**config.mk**
```make
export PLATFORM = sky130hd
export DESIGN_NAME = lane_fifo
export DESIGN_NICKNAME = d
export VERILOG_FILES = /design/src/logic/vec_pkg.sv /design/src/logic/lane_fifo.sv
export SDC_FILE = /design/constraint.sdc
export NUM_CORES = 1
export LEC_CHECK = 0
export BUFFER_PORTS_ARGS = -buffer_cell sky130_fd_sc_hd__buf_2
export CORE_MARGIN = 2
export CORE_UTILIZATION = 45
export CTS_BUF_LIST = sky130_fd_sc_hd__clkbuf_8
export CTS_CLUSTER_DIAMETER = 30
export DETAILED_ROUTE_END_ITERATION = 10
export PLACE_DENSITY = 0.66
export SLEW_MARGIN = 20
export SYNTH_ARGS = -nofsm -noshare
export SYNTH_HDL_FRONTEND = slang
export SYNTH_SLANG_ARGS = --single-unit
```
**constraint.sdc**
```tcl
create_clock -name clk -period 3.56 [get_ports clk]
set_clock_uncertainty 0.05 [all_clocks]
set_input_delay 0.178 -clock clk [delete_from_list [all_inputs] [get_ports clk]]
set_output_delay 0.178 -clock clk [all_outputs]
set_load 0.01 [all_outputs]
```
**src/logic/vec_pkg.sv**
```systemverilog
package vec_pkg;

    localparam int LANES      = 4;   // 32-bit lanes per beat
    localparam int LANE_W     = 32;
    localparam int KEEP_W     = LANES * LANE_W / 8;
    localparam int NUM_COL    = 2;
    localparam int RF_DEPTH   = 16;
    localparam int ADDR_W     = 4;
    localparam int CNT_W      = 5;   // len runs 1..16
    localparam int FIFO_DEPTH = 16;
    localparam int MACC_LAT   = 2;   // multiply stage + add stage

    typedef logic [LANE_W-1:0] lane_t;
    typedef lane_t [LANES-1:0] beat_t;
    typedef logic [LANES-1:0]  lane_mask_t;

    typedef enum logic [1:0] {
        OP_LOAD      = 2'd0,
        OP_MACC      = 2'd1,
        OP_STREAMOUT = 2'd2
    } op_e;

    typedef struct packed {
        op_e              op;
        logic             col;   // target column
        logic [ADDR_W-1:0] src;
        logic [ADDR_W-1:0] dst;
        logic [CNT_W-1:0]  len;
        logic             last;  // disarms the loader when done
    } cmd_t;

    // input lane fifo entry
    typedef struct packed {
        lane_t data;
        logic  keep;
    } in_lane_t;

    // output lane fifo entry
    typedef struct packed {
        lane_t data;
        logic  last;
    } out_lane_t;

    typedef struct packed {
        beat_t      data;
        lane_mask_t valid;
        logic       last;
    } chain_t;

endpackage

```
**src/logic/lane_fifo.sv**
```systemverilog
module lane_fifo
    import vec_pkg::*;
#(
    parameter type payload_t = logic,
    parameter int  DEPTH     = FIFO_DEPTH
) (
    input  logic     clk,
    input  logic     rst,
    input  logic     i_push,
    input  payload_t i_data,
    input  logic     i_pop,
    output payload_t o_data,
    output logic     o_empty,
    output logic     o_full
);

    localparam int PTR_W = $clog2(DEPTH);

    payload_t         mem [DEPTH];
    logic [PTR_W-1:0] wr_ptr;
    logic [PTR_W-1:0] rd_ptr;
    logic [PTR_W:0]   count;
    logic             do_push;
    logic             do_pop;

    assign do_push = i_push && !o_full;
    assign do_pop  = i_pop && !o_empty;

    always_ff @(posedge clk) begin
        if (rst) begin
            wr_ptr <= '0;
            rd_ptr <= '0;
            count  <= '0;
        end else begin
            if (do_push) wr_ptr <= wr_ptr + 1'b1;  // wraps, depth is a power of two
            if (do_pop)  rd_ptr <= rd_ptr + 1'b1;
            if (do_push && !do_pop) begin
                count <= count + 1'b1;
            end else if (do_pop && !do_push) begin
                count <= count - 1'b1;
            end
        end
    end

    always_ff @(posedge clk) begin
        if (do_push) mem[wr_ptr] <= i_data;
    end

    assign o_data  = mem[rd_ptr];  // head shows the cycle after the push
    assign o_empty = (count == '0);
    assign o_full  = (count == (PTR_W+1)'(DEPTH));

    // upstream flow control must keep these from happening
    a_no_overflow: assert property (@(posedge clk) disable iff (rst) i_push |-> !o_full);
    a_no_underflow: assert property (@(posedge clk) disable iff (rst) i_pop |-> !o_empty);

endmodule

```
# Word level (Yosys, flattened, before mapping)
# Memories as Yosys holds them, arrays and structs flattened. A register that Yosys moved wholly into a read port is not among the register bits.
# Index checks and enable logic that the tools add are counted.
# Widths: inputs -> output; s select.
[word_totals] n_memories=1 input_bits=5 out_inout_bits=3 ramBits=16 word_cells=25 regBits=13
[op_classes] n_eq_ne=1 addsub=4 reduce_logical=10 muxes=6
[memory_table] memory="mem" words=16 width=1 read_ports=1 rd_ports_with_merged_regs=1 write_ports=1 line_no="lane_fifo.sv:19" source="payload_t mem [DEPTH];"
[ops] op="$mux 5" n=2
[ops] op="$add 4x1->4 const B" n=2
[ops] op="$mux 4" n=2
[ops] op="$add 5x1->5 const B" n=1
[ops] op="$eq 5x5->1 const B" n=1
[ops] op="$logic_not 5->1" n=1
[ops] op="$sub 5x1->5 const B" n=1
[ops] op="$logic_and 1x1->1" n=4
[ops] op="$logic_not 1->1" n=4
[ops] op="$mux 1" n=2
[ops] op="$reduce_bool 2->1" n=1

# Logic depth before layout (Yosys ltp)
[depth] ltp_word=7 ltp_mapped=11 ltp_nobuf=9

# Worst setup path after synthesis
# OpenSTA, ideal clock, no wires.
[synth_timing] path_type="register to register" startpoint="reg count[0]" endpoint="reg count[4]" synth_period_minus_slack_ns=2.816 n_path_buf=2 setup_slack_ns=0.744 arrival_ns=2.645 stages_incl_launch_ff=12 required_ns=3.389 path_cell_list="dfxtp_1 or4_1 buf_2 o21a_1 buf_6 ha_1 inv_1 ha_1 a21oi_1 a211oi_1 a31oi_1 mux2_2"
[synth_between] elab_chain_len=6 elab_cells_between_ends=15 classes_between="2 x add/sub; 1 x eq/ne; 2 x mux; 10 x reduce/logical"
[synth_rtl] element="start, declared" line_no="lane_fifo.sv:22" source="logic [PTR_W:0] count;"
[synth_rtl] element="start signal, assigned" line_no="lane_fifo.sv:38" source="count <= count + 1'b1;"
[synth_rtl] element="start signal, assigned" line_no="lane_fifo.sv:40" source="count <= count - 1'b1;"
[synth_rtl] element="$eq 5x5->1 (*)" line_no="lane_fifo.sv:51" source="assign o_full = (count == (PTR_W+1)'(DEPTH));"
[synth_rtl] element="$logic_not 1->1 (*)" line_no="lane_fifo.sv:26" source="assign do_push = i_push && !o_full;"
[synth_rtl] element="$logic_and 1x1->1 (*)" line_no="lane_fifo.sv:26"
[synth_rtl] element="via do_push" line_no="lane_fifo.sv:23" source="logic do_push;"
[synth_rtl] element="$logic_not 1->1" line_no="lane_fifo.sv:39" source="end else if (do_pop && !do_push) begin"
[synth_rtl] element="$logic_and 1x1->1" line_no="lane_fifo.sv:39"
[synth_rtl] element="$reduce_bool 2->1 (no line)"
# Mark *: on every way through the listed nets, which the timed path passes. The rest lies on a longest branch. The select of a mux whose other input is x is not followed.
# A chain may end at the register's enable or synchronous reset.

# Worst setup path after layout
[layout_timing] startpoint="reg count[0]" endpoint="reg count[4]"
[layout_between] elab_chain_len=6 elab_cells_between_ends=15 classes_between="2 x add/sub; 1 x eq/ne; 2 x mux; 10 x reduce/logical"
[layout_rtl] element="branches (longest 6 deep; another with $sub 5x1->5)"
# Several ways; the timed one is not identified. The select of a mux whose other input is x is not followed.

==> impl_metrics.env <==
export IMPL_cp_required_ns=3.69
export IMPL_hpwlAfterDp_microns=1795
export IMPL_grtUsageTotal_pct=14.91
export IMPL_slew_headroom_pct=78.99
export IMPL_syn_num_nets=147
export IMPL_cpPeakStageDelay_ns=0.70
export IMPL_grt_max_degree=18
export IMPL_crit_chain="or4_1, o21a_1, ha_1, inv_1, ha_1, a21oi_1, a211oi_1, a31oi_1, mux2_2"
export IMPL_vias=959
export IMPL_routed_wl_microns=2492
export IMPL_setup_viol=0
export IMPL_clockRootBuffer="clkbuf_8"
export IMPL_synth_top_cell_by_area="edfxtp_1"
export IMPL_cts_sinks=33
export IMPL_slew_viol_final=0
export IMPL_drv_cap=0
export IMPL_drc_errors=0
export IMPL_start_kind="flop"
export IMPL_cts_buffer_depth=2
export IMPL_status="complete, no violations"
export IMPL_cpMostUsedCell="ha_1"
export IMPL_area_growth_pct=9.403
export IMPL_drt_first_pass_iters=4
export IMPL_yosysWarnings=0
export IMPL_synth_cell_types=32
export IMPL_die_h_microns=62.32
export IMPL_grt_pass1_vias=989
export IMPL_finalHoldViolations=0
export IMPL_clkLatencyLatePin_ns=0.28
export IMPL_num_rows=21
export IMPL_crit_family="compound AO/OA/AOI/OAI gates"
export IMPL_ir_worst_vdd_v=0.0003287
export IMPL_syn_avg_cell_area_sq_um=11.59
export IMPL_tritoncts="done"
export IMPL_wire_per_inst_microns=13.40
export IMPL_cts_setup_buffers=0
export IMPL_antenna_left=0
export IMPL_die_w_microns=62.32
export IMPL_period_needed_ns=3.083
export IMPL_dieArea_sq_um=3883
export IMPL_path_buf_inv=1
export IMPL_viasPerCell=5.156
export IMPL_grt_first_pass_wirelength_microns=4485
export IMPL_grt_overflow=0
export IMPL_p_per_area_nw_per_um2=680.4
export IMPL_cts_hold_buf=0
export IMPL_htree_levels=2
export IMPL_path_clk_slew_ns=0.07
export IMPL_async_flop_share_pct=0
export IMPL_synth_top_area_share_pct=31.40
export IMPL_syn_area_sq_um=1530
export IMPL_cts_buffers=5
export IMPL_drt_iter0_markers=50
export IMPL_synth_area_top_cells="edfxtp_1 (31%), dfxtp_1 (22%), nor2_1 (7.6%)"
export IMPL_final_cells=186
export IMPL_worstMarginPinSlew_ns=0.3142
export IMPL_nets=154
export IMPL_p_leak_nw=0.6368
export IMPL_rsz0062_at_grt="false"
export IMPL_synth_seq_cells=33
export IMPL_synth_most_common_cell="nor2_1"
export IMPL_diodes=0
export IMPL_end_kind="flop"
export IMPL_antenna_found_initial=0
export IMPL_initial_utilization_pct=46.22
export IMPL_criticalPathCategory="reg2reg"
export IMPL_synth_main_ff_cell="dfxtp_1"
export IMPL_postCtsResizedCells=0
export IMPL_arrival_ns=3.21
export IMPL_period_share_pct=86.59
export IMPL_drive_gt1_share_pct=16.43
export IMPL_coreArea_sq_um=3311
export IMPL_synth_edf_count=16
export IMPL_cpMaxStageDelayCell="or4_1"
export IMPL_gp_routability_congestion=0.8057
export IMPL_crit_fanout=8
export IMPL_synth_commonest_cells="nor2_1 (31), dfxtp_1 (17), edfxtp_1 (16)"
export IMPL_port_buffers=7
export IMPL_ys_seq_area_share_pct=53.64
export IMPL_hp_class="in2reg"
export IMPL_numPlacedInstances=178
export IMPL_synthesis_instances=132
export IMPL_final_setup_tns_ns=0
export IMPL_max_freq_ghz=0.3244
export IMPL_ios=8
final cells by class:
| cell class | count | area, sq um |
|---|---|---|
| clock buffer | 5 | 68.82 |
| clock inverter | 3 | 17.52 |
| fill | 318 | 1637 |
| inverter | 4 | 15.01 |
| multi-input combinational | 88 | 659.4 |
| sequential | 33 | 820.8 |
| tap | 46 | 57.56 |
| timing repair buffer | 7 | 35.03 |
final timing paths:
kind,from,slack (ns),endpoint,cells past startpoint
max,count[0]$_SDFFE_PP0P_,0.48,count[4]$_SDFFE_PP0P_,9
min,rst,0.20,count[0]$_SDFFE_PP0P_,2
max reg2reg,count[0]$_SDFFE_PP0P_,0.48,count[4]$_SDFFE_PP0P_,9
min reg2reg,count[2]$_SDFFE_PP0P_,0.50,count[2]$_SDFFE_PP0P_,2
kinds of logic after synthesis:
family                   synth area share (%)
AND/OR/NAND/NOR                         14.06
flip-flops                              53.64
AO/OA/AOI/OAI                           5.724
buffers and inverters                   3.269
adder cells (fa/ha/maj)                 8.667
multiplexers                            10.06
XOR/XNOR                                4.579
stage by stage:
step | utilization (%) | hold WS, ns | worst slack (ns) | cell area (sq um) | total power, mW
6_report | 50.57 | 0.2046 | 0.4772 | 1674 | 1.139
5_1_grt | 50.57 | 0.2143 | 0.2616 | 1674 | 1.227
4_1_cts | 50.57 | 0.1991 | 0.4556 | 1674 | 1.156
3_5_place_dp | 47.96 | 0.4793 | 0.5099 | 1588 | 0.8836
3_3_place_gp | 47.96 | 0.4559 | 0.6111 | 1588 | 0.8639
2_1_floorplan | - | 0.2269 | 0.7443 | 1530 | 0.8014
metal layers:
metal,vias to the layer above,share of wire [%],track usage (%)
li1,473,-,-
met1,465,44,17.70
met2,14,51,25.41
met3,7,2.6,3.986
met4,0,2.2,6.667
met5,-,0,0
where the power goes:
part,leakage [nW],switching [mW],internal [mW]
clock,0.0439,0.135,0.135
sequential,0.284,0.0577,0.449
combinational,0.309,0.187,0.176
total,0.637,0.379,0.760
cells in the final DEF (no fill, tap or decap), drive strengths merged, types with 2 or more instances in the layout:
| cell type | count |
|---|---|
| clkbuf | 5 |
| o211ai | 4 |
| clkinv | 2 |
| nand2b | 2 |
| xnor2 | 2 |
| mux4 | 5 |
| dfxtp | 17 |
| nand2 | 5 |
| edfxtp | 16 |
| a21oi | 3 |
| ha | 9 |
| xor2 | 6 |
| and3 | 2 |
| nor2 | 31 |
| nor3 | 4 |
| buf | 7 |
| inv | 4 |
| mux2i | 3 |
Note: power is estimated with default switching activity, not from simulation.
